`src/rtl/dbg_pkg.sv`:
```
package dbg_pkg;

  //////////////////////////////////////////////////
  // Network words
  //////////////////////////////////////////////////

  typedef logic [15:0] dbg_word_t;   // One debug network word

  typedef struct packed {
    dbg_word_t data;
    logic      last;                 // Set on final word of a packet
  } dbg_flit_t;

  // Access size field of a request
  typedef enum logic [1:0] {
    SIZE_16  = 2'd0,
    SIZE_32  = 2'd1,
    SIZE_64  = 2'd2,
    SIZE_128 = 2'd3                  // Never accepted
  } dbg_size_e;

  //////////////////////////////////////////////////
  // Flags word, request and response views
  //////////////////////////////////////////////////

  typedef struct packed {
    logic [1:0] typ;                 // 00 for register access
    logic       write;
    logic       rsvd_a;
    dbg_size_e  size;
    logic [9:0] rsvd_b;
  } dbg_req_flags_t;

  typedef struct packed {
    logic [1:0] typ;
    logic [3:0] type_sub;            // Result code
    logic [9:0] rsvd;
  } dbg_resp_flags_t;

  // Same 16 bits, decoded on input or built on output
  typedef union packed {
    dbg_req_flags_t  req;
    dbg_resp_flags_t resp;
  } dbg_flags_u;

  // Response codes
  localparam logic [3:0] RESP_READ_OK_BASE = 4'b1000;   // Low two bits carry the size
  localparam logic [3:0] RESP_READ_ERR     = 4'b1100;
  localparam logic [3:0] RESP_WRITE_OK     = 4'b1110;
  localparam logic [3:0] RESP_WRITE_ERR    = 4'b1111;

  //////////////////////////////////////////////////
  // Register map and identity
  //////////////////////////////////////////////////

  localparam dbg_word_t REG_VENDOR       = 16'h0000;
  localparam dbg_word_t REG_TYPE         = 16'h0001;
  localparam dbg_word_t REG_VERSION      = 16'h0002;
  localparam dbg_word_t REG_CS           = 16'h0003;   // Bit 0 is the active bit
  localparam dbg_word_t REG_EVENT_DEST   = 16'h0004;
  localparam dbg_word_t LOCAL_ADDR_LIMIT = 16'h0200;   // First non-local address

  localparam dbg_word_t MOD_VENDOR       = 16'h0001;
  localparam dbg_word_t MOD_TYPE         = 16'h0010;
  localparam dbg_word_t MOD_VERSION      = 16'h0000;
  localparam dbg_word_t EVENT_DEST_RESET = 16'h0000;

  localparam dbg_word_t EXT_BASE         = 16'h0200;   // External register 0

endpackage

```
`src/rtl/dbg_ext_regs.sv`:
```
`timescale 1ns/1ps

module dbg_ext_regs #(
  parameter int MAX_REG_SIZE = 64,
  parameter int EXT_NUM_REGS = 8
) (
  input  logic                    clk,
  input  logic                    rst,
  input  logic                    reg_request,
  input  logic                    reg_write,
  input  logic [15:0]             reg_addr,
  input  dbg_pkg::dbg_size_e      reg_size,
  input  logic [MAX_REG_SIZE-1:0] reg_wdata,
  output logic                    reg_ack,
  output logic                    reg_err,
  output logic [MAX_REG_SIZE-1:0] reg_rdata
);
  import dbg_pkg::*;

  localparam int IDX_W = (EXT_NUM_REGS > 1) ? $clog2(EXT_NUM_REGS) : 1;

  logic [MAX_REG_SIZE-1:0] regs [EXT_NUM_REGS];
  logic [15:0]             offset;     // Address relative to bank
  logic [IDX_W-1:0]        idx;
  logic                    hit;
  logic                    pending;    // Request already answered
  logic [MAX_REG_SIZE-1:0] wmask;      // Bits covered by the access size

  assign offset = reg_addr - EXT_BASE;
  assign idx    = offset[IDX_W-1:0];
  assign hit    = (reg_addr >= EXT_BASE) && (offset < 16'(EXT_NUM_REGS));

  // 16, 32 or 64 low bits; full width saturates to all ones
  assign wmask = ~({MAX_REG_SIZE{1'b1}} << (8'd16 << reg_size));

  //////////////////////////////////////////////////
  // Register bank and handshake
  //////////////////////////////////////////////////

  always_ff @(posedge clk) begin
    if (rst) begin
      pending <= 1'b0;
      reg_ack <= 1'b0;
      reg_err <= 1'b0;
      for (int i = 0; i < EXT_NUM_REGS; i++) begin
        regs[i] <= '0;
      end
    end else begin
      reg_ack <= 1'b0;                 // One-cycle pulses
      reg_err <= 1'b0;
      if (!reg_request) begin
        pending <= 1'b0;
      end else if (!pending) begin
        pending <= 1'b1;
        if (!hit) begin
          reg_err <= 1'b1;             // Index beyond bank
        end else begin
          reg_ack <= 1'b1;
          if (reg_write) regs[idx] <= (regs[idx] & ~wmask) | (reg_wdata & wmask);
        end
      end
    end
  end

  // Whole register back; the unit picks the low words
  always_ff @(posedge clk) begin
    if (reg_request && !pending && hit) reg_rdata <= regs[idx];
  end

endmodule

```
`src/rtl/dbg_module_top.sv`:
```
`timescale 1ns/1ps

module dbg_module_top #(
  parameter int MAX_REG_SIZE = 64,
  parameter int FIFO_DEPTH   = 4,
  parameter int EXT_NUM_REGS = 8
) (
  input  logic               clk,
  input  logic               rst,
  input  dbg_pkg::dbg_word_t id,
  input  dbg_pkg::dbg_flit_t in_flit,
  input  logic               in_valid,
  output logic               in_ready,
  output dbg_pkg::dbg_flit_t out_flit,
  output logic               out_valid,
  input  logic               out_ready,
  output dbg_pkg::dbg_word_t event_dest,
  output logic               stall
);
  import dbg_pkg::*;

  //////////////////////////////////////////////////
  // Buffer to access unit
  //////////////////////////////////////////////////

  dbg_flit_t buf_flit;
  logic      buf_valid;
  logic      buf_ready;

  // Register port
  logic                    reg_request;
  logic                    reg_write;
  logic [15:0]             reg_addr;
  dbg_size_e               reg_size;
  logic [MAX_REG_SIZE-1:0] reg_wdata;
  logic                    reg_ack;
  logic                    reg_err;
  logic [MAX_REG_SIZE-1:0] reg_rdata;

  dbg_word_fifo #(.FIFO_DEPTH(FIFO_DEPTH)) u_fifo (
    .clk, .rst,
    .in_flit, .in_valid, .in_ready,
    .out_flit(buf_flit), .out_valid(buf_valid), .out_ready(buf_ready)
  );

  dbg_reg_access #(.MAX_REG_SIZE(MAX_REG_SIZE)) u_access (
    .clk, .rst, .id,
    .in_flit(buf_flit), .in_valid(buf_valid), .in_ready(buf_ready),
    .out_flit, .out_valid, .out_ready,
    .reg_request, .reg_write, .reg_addr, .reg_size, .reg_wdata,
    .reg_ack, .reg_err, .reg_rdata,
    .event_dest, .stall
  );

  dbg_ext_regs #(.MAX_REG_SIZE(MAX_REG_SIZE), .EXT_NUM_REGS(EXT_NUM_REGS)) u_ext (
    .clk, .rst,
    .reg_request, .reg_write, .reg_addr, .reg_size, .reg_wdata,
    .reg_ack, .reg_err, .reg_rdata
  );

endmodule

```
`src/rtl/dbg_reg_access.sv`:
```
`timescale 1ns/1ps

module dbg_reg_access #(
  parameter int MAX_REG_SIZE = 64
) (
  input  logic                    clk,
  input  logic                    rst,
  input  dbg_pkg::dbg_word_t      id,
  input  dbg_pkg::dbg_flit_t      in_flit,
  input  logic                    in_valid,
  output logic                    in_ready,
  output dbg_pkg::dbg_flit_t      out_flit,
  output logic                    out_valid,
  input  logic                    out_ready,
  output logic                    reg_request,
  output logic                    reg_write,
  output logic [15:0]             reg_addr,
  output dbg_pkg::dbg_size_e      reg_size,
  output logic [MAX_REG_SIZE-1:0] reg_wdata,
  input  logic                    reg_ack,
  input  logic                    reg_err,
  input  logic [MAX_REG_SIZE-1:0] reg_rdata,
  output dbg_pkg::dbg_word_t      event_dest,
  output logic                    stall
);
  import dbg_pkg::*;

  // Largest size code this build accepts
  localparam dbg_size_e MAX_SIZE = (MAX_REG_SIZE == 16) ? SIZE_16 :
                                   (MAX_REG_SIZE == 32) ? SIZE_32 : SIZE_64;

  //////////////////////////////////////////////////
  // FSM encoding
  //////////////////////////////////////////////////

  localparam logic [3:0] ST_HDR_DEST   = 4'd0;
  localparam logic [3:0] ST_HDR_SRC    = 4'd1;
  localparam logic [3:0] ST_HDR_FLAGS  = 4'd2;
  localparam logic [3:0] ST_ADDR       = 4'd3;
  localparam logic [3:0] ST_WRITE      = 4'd4;   // Data words
  localparam logic [3:0] ST_DROP       = 4'd5;   // Skip to end of packet
  localparam logic [3:0] ST_EXT        = 4'd6;   // External access in flight
  localparam logic [3:0] ST_RESP_DEST  = 4'd7;
  localparam logic [3:0] ST_RESP_SRC   = 4'd8;
  localparam logic [3:0] ST_RESP_FLAGS = 4'd9;
  localparam logic [3:0] ST_RESP_VALUE = 4'd10;

  logic [3:0]              state;
  logic                    cs_active;        // Active bit of REG_CS
  logic                    req_write;
  dbg_size_e               req_size;
  logic [15:0]             req_addr;
  logic [2:0]              word_cnt;         // Words left minus one
  logic [MAX_REG_SIZE-1:0] value;            // Write data or read result
  dbg_word_t               resp_dest;        // Requester, from source word
  logic                    resp_error;

  dbg_flags_u              in_flags;
  dbg_flags_u              out_flags;
  logic                    in_hs;
  logic                    out_hs;
  logic [MAX_REG_SIZE-1:0] local_rdata;
  logic                    local_rd_ok;
  logic                    local_wr_ok;

  assign in_hs    = in_valid && in_ready;
  assign out_hs   = out_valid && out_ready;
  assign in_flags = in_flit.data;            // Request view on input
  assign stall    = ~cs_active;

  assign reg_write = req_write;
  assign reg_addr  = req_addr;
  assign reg_size  = req_size;
  assign reg_wdata = value;

  // Local read decode, on the address word
  always_comb begin
    local_rd_ok = 1'b1;
    case (in_flit.data)
      REG_VENDOR:     local_rdata = MAX_REG_SIZE'(MOD_VENDOR);
      REG_TYPE:       local_rdata = MAX_REG_SIZE'(MOD_TYPE);
      REG_VERSION:    local_rdata = MAX_REG_SIZE'(MOD_VERSION);
      REG_CS:         local_rdata = MAX_REG_SIZE'(cs_active);
      REG_EVENT_DEST: local_rdata = MAX_REG_SIZE'(event_dest);
      default: begin
        local_rdata = '0;
        local_rd_ok = 1'b0;                  // Unknown local address
      end
    endcase
  end

  // Only 16-bit writes to CS or event destination
  assign local_wr_ok = (req_size == SIZE_16) &&
                       (in_flit.data == REG_CS || in_flit.data == REG_EVENT_DEST);

  //////////////////////////////////////////////////
  // Handshake and response word
  //////////////////////////////////////////////////

  always_comb begin
    in_ready    = (state <= ST_DROP);        // All request states
    out_valid   = (state >= ST_RESP_DEST);
    reg_request = (state == ST_EXT);

    out_flags.resp.typ  = 2'b00;
    out_flags.resp.rsvd = '0;
    if (req_write) begin
      out_flags.resp.type_sub = resp_error ? RESP_WRITE_ERR : RESP_WRITE_OK;
    end else begin
      out_flags.resp.type_sub = resp_error ? RESP_READ_ERR :
                                (RESP_READ_OK_BASE | {2'b00, req_size});
    end

    case (state)
      ST_RESP_DEST:  out_flit = '{data: resp_dest, last: 1'b0};
      ST_RESP_SRC:   out_flit = '{data: id, last: 1'b0};
      ST_RESP_FLAGS: out_flit = '{data: dbg_word_t'(out_flags),
                                  last: resp_error | req_write};
      ST_RESP_VALUE: out_flit = '{data: dbg_word_t'(value >> {word_cnt, 4'b0000}),
                                  last: (word_cnt == 3'd0)};   // MSW first
      default:       out_flit = '0;
    endcase
  end

  //////////////////////////////////////////////////
  // Request parser and register updates
  //////////////////////////////////////////////////

  always_ff @(posedge clk) begin
    if (rst) begin
      state      <= ST_HDR_DEST;
      cs_active  <= 1'b0;
      event_dest <= EVENT_DEST_RESET;
    end else begin
      case (state)
        ST_HDR_DEST: if (in_hs && !in_flit.last) state <= ST_HDR_SRC;
        ST_HDR_SRC: if (in_hs) begin
          resp_dest  <= in_flit.data;          // Reply goes back here
          req_write  <= 1'b0;
          resp_error <= in_flit.last;          // Ends early
          state      <= in_flit.last ? ST_RESP_DEST : ST_HDR_FLAGS;
        end
        ST_HDR_FLAGS: if (in_hs) begin
          req_write <= in_flags.req.write;
          req_size  <= in_flags.req.size;
          word_cnt  <= (3'd1 << in_flags.req.size) - 3'd1;
          if (in_flags.req.typ != 2'b00 || in_flags.req.size > MAX_SIZE || in_flit.last) begin
            resp_error <= 1'b1;
            state      <= in_flit.last ? ST_RESP_DEST : ST_DROP;
          end else begin
            state <= ST_ADDR;
          end
        end
        ST_ADDR: if (in_hs) begin
          req_addr <= in_flit.data;
          value    <= '0;
          if (in_flit.data >= LOCAL_ADDR_LIMIT) begin
            if (req_write == in_flit.last) begin   // Write w/o data, or read with extra
              resp_error <= 1'b1;
              state      <= in_flit.last ? ST_RESP_DEST : ST_DROP;
            end else begin
              state <= req_write ? ST_WRITE : ST_EXT;
            end
          end else if (req_write) begin
            if (in_flit.last || !local_wr_ok) begin
              resp_error <= 1'b1;
              state      <= in_flit.last ? ST_RESP_DEST : ST_DROP;
            end else begin
              state <= ST_WRITE;
            end
          end else begin
            value      <= local_rdata;
            resp_error <= !local_rd_ok || !in_flit.last;
            state      <= in_flit.last ? ST_RESP_DEST : ST_DROP;
          end
        end
        ST_WRITE: if (in_hs) begin
          if (req_addr >= LOCAL_ADDR_LIMIT) begin
            value <= (value << 16) | MAX_REG_SIZE'(in_flit.data);   // Shift in MSW first
            if (word_cnt == 3'd0) begin
              resp_error <= !in_flit.last;   // Extra words
              state      <= in_flit.last ? ST_EXT : ST_DROP;
            end else if (in_flit.last) begin
              resp_error <= 1'b1;            // Too few words
              state      <= ST_RESP_DEST;
            end else begin
              word_cnt <= word_cnt - 3'd1;
            end
          end else if (in_flit.last) begin
            if (req_addr == REG_CS) cs_active <= in_flit.data[0];
            else event_dest <= in_flit.data;
            state <= ST_RESP_DEST;
          end else begin
            resp_error <= 1'b1;              // Local write takes one word
            state      <= ST_DROP;
          end
        end
        ST_DROP: if (in_hs && in_flit.last) state <= ST_RESP_DEST;
        ST_EXT: if (reg_ack || reg_err) begin
          value      <= reg_rdata;
          resp_error <= reg_err;
          state      <= ST_RESP_DEST;
        end
        ST_RESP_DEST: if (out_hs) state <= ST_RESP_SRC;
        ST_RESP_SRC:  if (out_hs) state <= ST_RESP_FLAGS;
        ST_RESP_FLAGS: if (out_hs) begin
          state <= (resp_error || req_write) ? ST_HDR_DEST : ST_RESP_VALUE;
        end
        ST_RESP_VALUE: if (out_hs) begin
          if (word_cnt == 3'd0) state <= ST_HDR_DEST;
          else word_cnt <= word_cnt - 3'd1;
        end
        default: state <= ST_HDR_DEST;
      endcase
    end
  end

  // Bank sees a steady request until it answers
  a_req_hold: assert property (@(posedge clk) disable iff (rst)
    reg_request && !(reg_ack || reg_err) |=> reg_request && $stable(reg_addr));

  a_req_drop: assert property (@(posedge clk) disable iff (rst)
    reg_request && (reg_ack || reg_err) |=> !reg_request);

  a_out_stable: assert property (@(posedge clk) disable iff (rst)
    out_valid && !out_ready |=> out_valid && $stable(out_flit));

endmodule

```
`src/rtl/dbg_word_fifo.sv`:
```
`timescale 1ns/1ps

module dbg_word_fifo #(
  parameter int FIFO_DEPTH = 4
) (
  input  logic               clk,
  input  logic               rst,
  input  dbg_pkg::dbg_flit_t in_flit,
  input  logic               in_valid,
  output logic               in_ready,
  output dbg_pkg::dbg_flit_t out_flit,
  output logic               out_valid,
  input  logic               out_ready
);
  import dbg_pkg::*;

  localparam int PTR_W = (FIFO_DEPTH > 1) ? $clog2(FIFO_DEPTH) : 1;
  localparam logic [PTR_W:0] FULL_CNT = (PTR_W + 1)'(FIFO_DEPTH);

  dbg_flit_t        mem [FIFO_DEPTH];   // Flit storage
  logic [PTR_W-1:0] wr_ptr;
  logic [PTR_W-1:0] rd_ptr;
  logic [PTR_W:0]   count;              // Words held
  logic [PTR_W:0]   count_nxt;
  logic             push;
  logic             pop;

  assign push      = in_valid && in_ready;
  assign pop       = out_valid && out_ready;
  assign out_valid = (count != '0);
  assign out_flit  = mem[rd_ptr];       // Head of queue

  always_comb begin
    count_nxt = count;
    if (push && !pop) count_nxt = count + 1'b1;
    else if (pop && !push) count_nxt = count - 1'b1;   // Both at once, count holds
  end

  always_ff @(posedge clk) begin
    if (push) mem[wr_ptr] <= in_flit;
  end

  always_ff @(posedge clk) begin
    if (rst) begin
      wr_ptr   <= '0;
      rd_ptr   <= '0;
      count    <= '0;
      in_ready <= 1'b0;                 // Opens one cycle after reset
    end else begin
      if (push) wr_ptr <= wr_ptr + 1'b1;   // Wraps at power of two
      if (pop) rd_ptr <= rd_ptr + 1'b1;
      count    <= count_nxt;
      in_ready <= (count_nxt != FULL_CNT);
    end
  end

  // Registered ready must track the fill level
  a_no_push_full: assert property (@(posedge clk) disable iff (rst)
    !(push && count == FULL_CNT));

  a_out_stable: assert property (@(posedge clk) disable iff (rst)
    out_valid && !out_ready |=> out_valid && $stable(out_flit));

endmodule

```
`config.mk`:
```
export PLATFORM = sky130hd
export DESIGN_NAME = dbg_module_top
export DESIGN_NICKNAME = d
export VERILOG_FILES = /design/src/rtl/dbg_pkg.sv /design/src/rtl/dbg_ext_regs.sv /design/src/rtl/dbg_module_top.sv /design/src/rtl/dbg_reg_access.sv /design/src/rtl/dbg_word_fifo.sv
export SDC_FILE = /design/constraint.sdc
export NUM_CORES = 1
export LEC_CHECK = 0
export ABC_AREA = 1
export BUFFER_PORTS_ARGS = -buffer_cell sky130_fd_sc_hd__buf_2
export CAP_MARGIN = 10
export CORE_MARGIN = 2
export CORE_UTILIZATION = 35
export DETAILED_ROUTE_END_ITERATION = 10
export GPL_ROUTABILITY_DRIVEN = 0
export PLACE_DENSITY_LB_ADDON = 0.1
export SLEW_MARGIN = 15
export SYNTH_ARGS = -nofsm -noshare
export SYNTH_HDL_FRONTEND = slang
export SYNTH_SLANG_ARGS = --single-unit
```
`constraint.sdc`:
```
create_clock -name clk -period 14 [get_ports clk]
set_input_delay 2.1 -clock clk [delete_from_list [all_inputs] [get_ports clk]]
set_output_delay 2.1 -clock clk [all_outputs]
set_load 0.03 [all_outputs]
```
==> out/metrics.cfg <==
[outcome]
status = finished clean

[power_and_ir_drop]
powerDensity_nw_per_um2 = 157
finalPower_mw = 5.81
vdd_drop_max_uv = 90.4
p_leak_nw = 13.4

[clocking]
root_buffer = clkbuf_16
clkLatencyLatePin_ps = 660
post_cts_buffers = 0
cts.clk_slew.worst_paths_ps = 60
cts_tree = built
numCtsBuffers = 86
htreeDepth = 3
ctsResizeCount = 0
cts.path.max_buffers = 3
clock_sinks = 781
cts_hold_buf = 0

[synth]
synthArstFlopShare_pct = 0
syn_area_per_cell_um2 = 11.8
ys_ff_latch = 781
synth-edff-count = 747
yosysWarnings = 0
syn_area_um2 = 32900
yosysUniqueCellTypes = 45
yosysSeqAreaShare_pct = 70.3
postSynthCellCount = 2797
syn_nets = 2846
synth_flop_cell = edfxtp_1

[cells_and_area]
final_cell_mix = 747 x edfxtp_1, 575 x nor2_1, 457 x nand2_1
drive_above_1_share_pct = 10.4
antenna_cells = 0
area_growth_pct = 12.7
finish.instance_area_um2 = 37000
nNetsFinal = 2879
fin_cells = 4154
layout_commonest_cell = edfxtp_1

[timing]
finalHoldViolCount = 0
fmax_ghz = 0.176
grt_setup_unrepaired = false
worst_pin_slew_ps = 1170
fin_crit_sh_pct = 40.5
final.setup_skew_ps = 24.8
slew_violations = 0
slew_headroom_pct = 22.0
timing.final.crit_period_ps = 5670
setup_viol = 0
tns_ps = 0

[run]
drv.max_cap_violation_count = 0

[die]
start_util_pct = 35.3
die_h_um = 310
io_pins = 73
coreArea_um2 = 93200
row_count = 112
die_x_um = 310
die-area_um2 = 96400

[place]
placed_area_um2 = 34400
placed_cells = 3996
port_buffers = 72
dp_hpwl_um = 61800

[detailed_routing]
dr.first_iter.drc_count = 2100
via_per_inst = 5.34
ant_nets = 0
post_drt_wl_per_cell_um = 25.5
drcViolationCount = 0
vias = 22199
firstDrtPassIters = 5
wl_um = 106000

[critical_path]
path_class = reg2reg
endpoint_kind = flip-flop
cp_max_fo = 68
required_ps = 14270
critPathLaunchType = flip-flop
crit_arrival_ps = 5940

[global_route]
grt_pass1_wl_um = 154000
grt_start_max_net_pins = 69
gr-total-overflow = 0
antenna_found_initial = 5
grt_pass1_vias = 22086
grt_usage_pct = 22.1

[min_path]
holdCritPathClass = reg2reg

[cell type report]
cell class,count,area [um^2]
clock buffers,110,2280
clock inverters,48,389
fillers,8964,56100
inverters,144,543
multi-input cells,1707,8490
flip-flops and latches,781,23100
well taps,1254,1570
repair buffers,110,658
[routing by layer]
metal | up-vias | GRT usage [%] | wire length [um]
met1 | 11271 | 31.7 | 48300
met2 | 760 | 35.5 | 48700
met3 | 139 | 2.88 | 6490
met4 | 2 | 5.97 | 2270
met5 | - | 0 | 7
li1 | 10027 | - | -
[registers in the layout (all words and copies together), names as in the netlist, named ones only]
register,cells
u_access.reg_write,1
u_ext.reg_rdata,64
u_ext.reg_ack,1
u_fifo.rd_ptr,2
u_fifo.count,3
u_access.word_cnt,3
u_ext.reg_err,1
u_fifo.in_ready,1
u_access.reg_size,2
u_access.reg_wdata,64
u_access.state,4
u_access.reg_addr,16
u_access.resp_error,1
u_access.cs_active,1
u_ext.pending,1
u_fifo.mem,68
u_ext.regs,512
u_access.event_dest,16
u_fifo.wr_ptr,2
u_access.resp_dest,16
[metrics by stage]
step,setup WS [ps],util (%),hold slack (ps)
floorplan,4910,-,437
global placement,8020,36.9,452
detailed placement,7930,36.9,462
CTS,8400,39.7,472
global route,8090,39.8,500
finish,8330,39.8,476
[power breakdown]
group	internal, mW	switching (mW)
combinational	0.171	0.673
sequential	2.72	0.0620
clock	1.23	0.954
[cells by family (layout without fill, tap and decap cells)]
family | count (synthesis) | after routing | synth area share, %
adders and majority gates | 12 | 12 | 0.457
muxes | 8 | 8 | 0.289
buffers and inverters | 309 | 412 | 4.36
AOI/OAI and AO/OA | 456 | 456 | 9.39
and+or+nand+nor | 1227 | 1227 | 15.1
xor gates and xnor gates | 4 | 4 | 0.107
DFF | 781 | 781 | 70.3
[critical path, cell delays in order (launching register included)]
cell and delay [ps]:
dfxtp_1 370, inv_1 120, nand2_1 130, nor2_4 120, buf_4 740, inv_1 320
nor4_4 940, nand2_4 870, nand2_4 770, buf_4 700
[cells in the mapped netlist (7+ instances only)]
master	count	share of area (%)
a221oi_1	78	2.1
a22o_1	25	0.67
nor3_1	7	0.11
buf_1	20	0.23
buf_6	22	0.75
nor2_1	580	6.6
a22oi_1	64	1.5
ha_1	12	0.46
dfxtp_1	34	2.1
a21oi_1	76	1.2
inv_1	120	1.4
nand2_1	473	5.4
a221o_1	11	0.34
buf_2	53	0.81
buf_4	10	0.23
nand4_1	50	0.95
clkbuf_1	60	0.69
a21oi_2	15	0.40
clkinv_1	19	0.22
o2bb2ai_1	10	0.27
o21ai_2	13	0.35
o211ai_1	16	0.37
nand3_1	102	1.6
o21ai_1	14	0.21
edfxtp_1	747	68
o21ai_0	127	1.9
[worst paths after layout]
check	depth (start not counted)	start	slack, ps	endpoint
max	9	u_access.state[0]$_SDFFE_PP0P_	8330	u_ext.regs[3][7]$_SDFFCE_PN0P_
min reg2reg	2	u_fifo.rd_ptr[1]$_SDFFE_PP0P_	480	u_fifo.rd_ptr[1]$_SDFFE_PP0P_
min	2	u_fifo.rd_ptr[1]$_SDFFE_PP0P_	480	u_fifo.rd_ptr[1]$_SDFFE_PP0P_
max reg2reg	9	u_access.state[0]$_SDFFE_PP0P_	8330	u_ext.regs[3][7]$_SDFFCE_PN0P_
No activity file was read; power rests on OpenSTA's default activity.
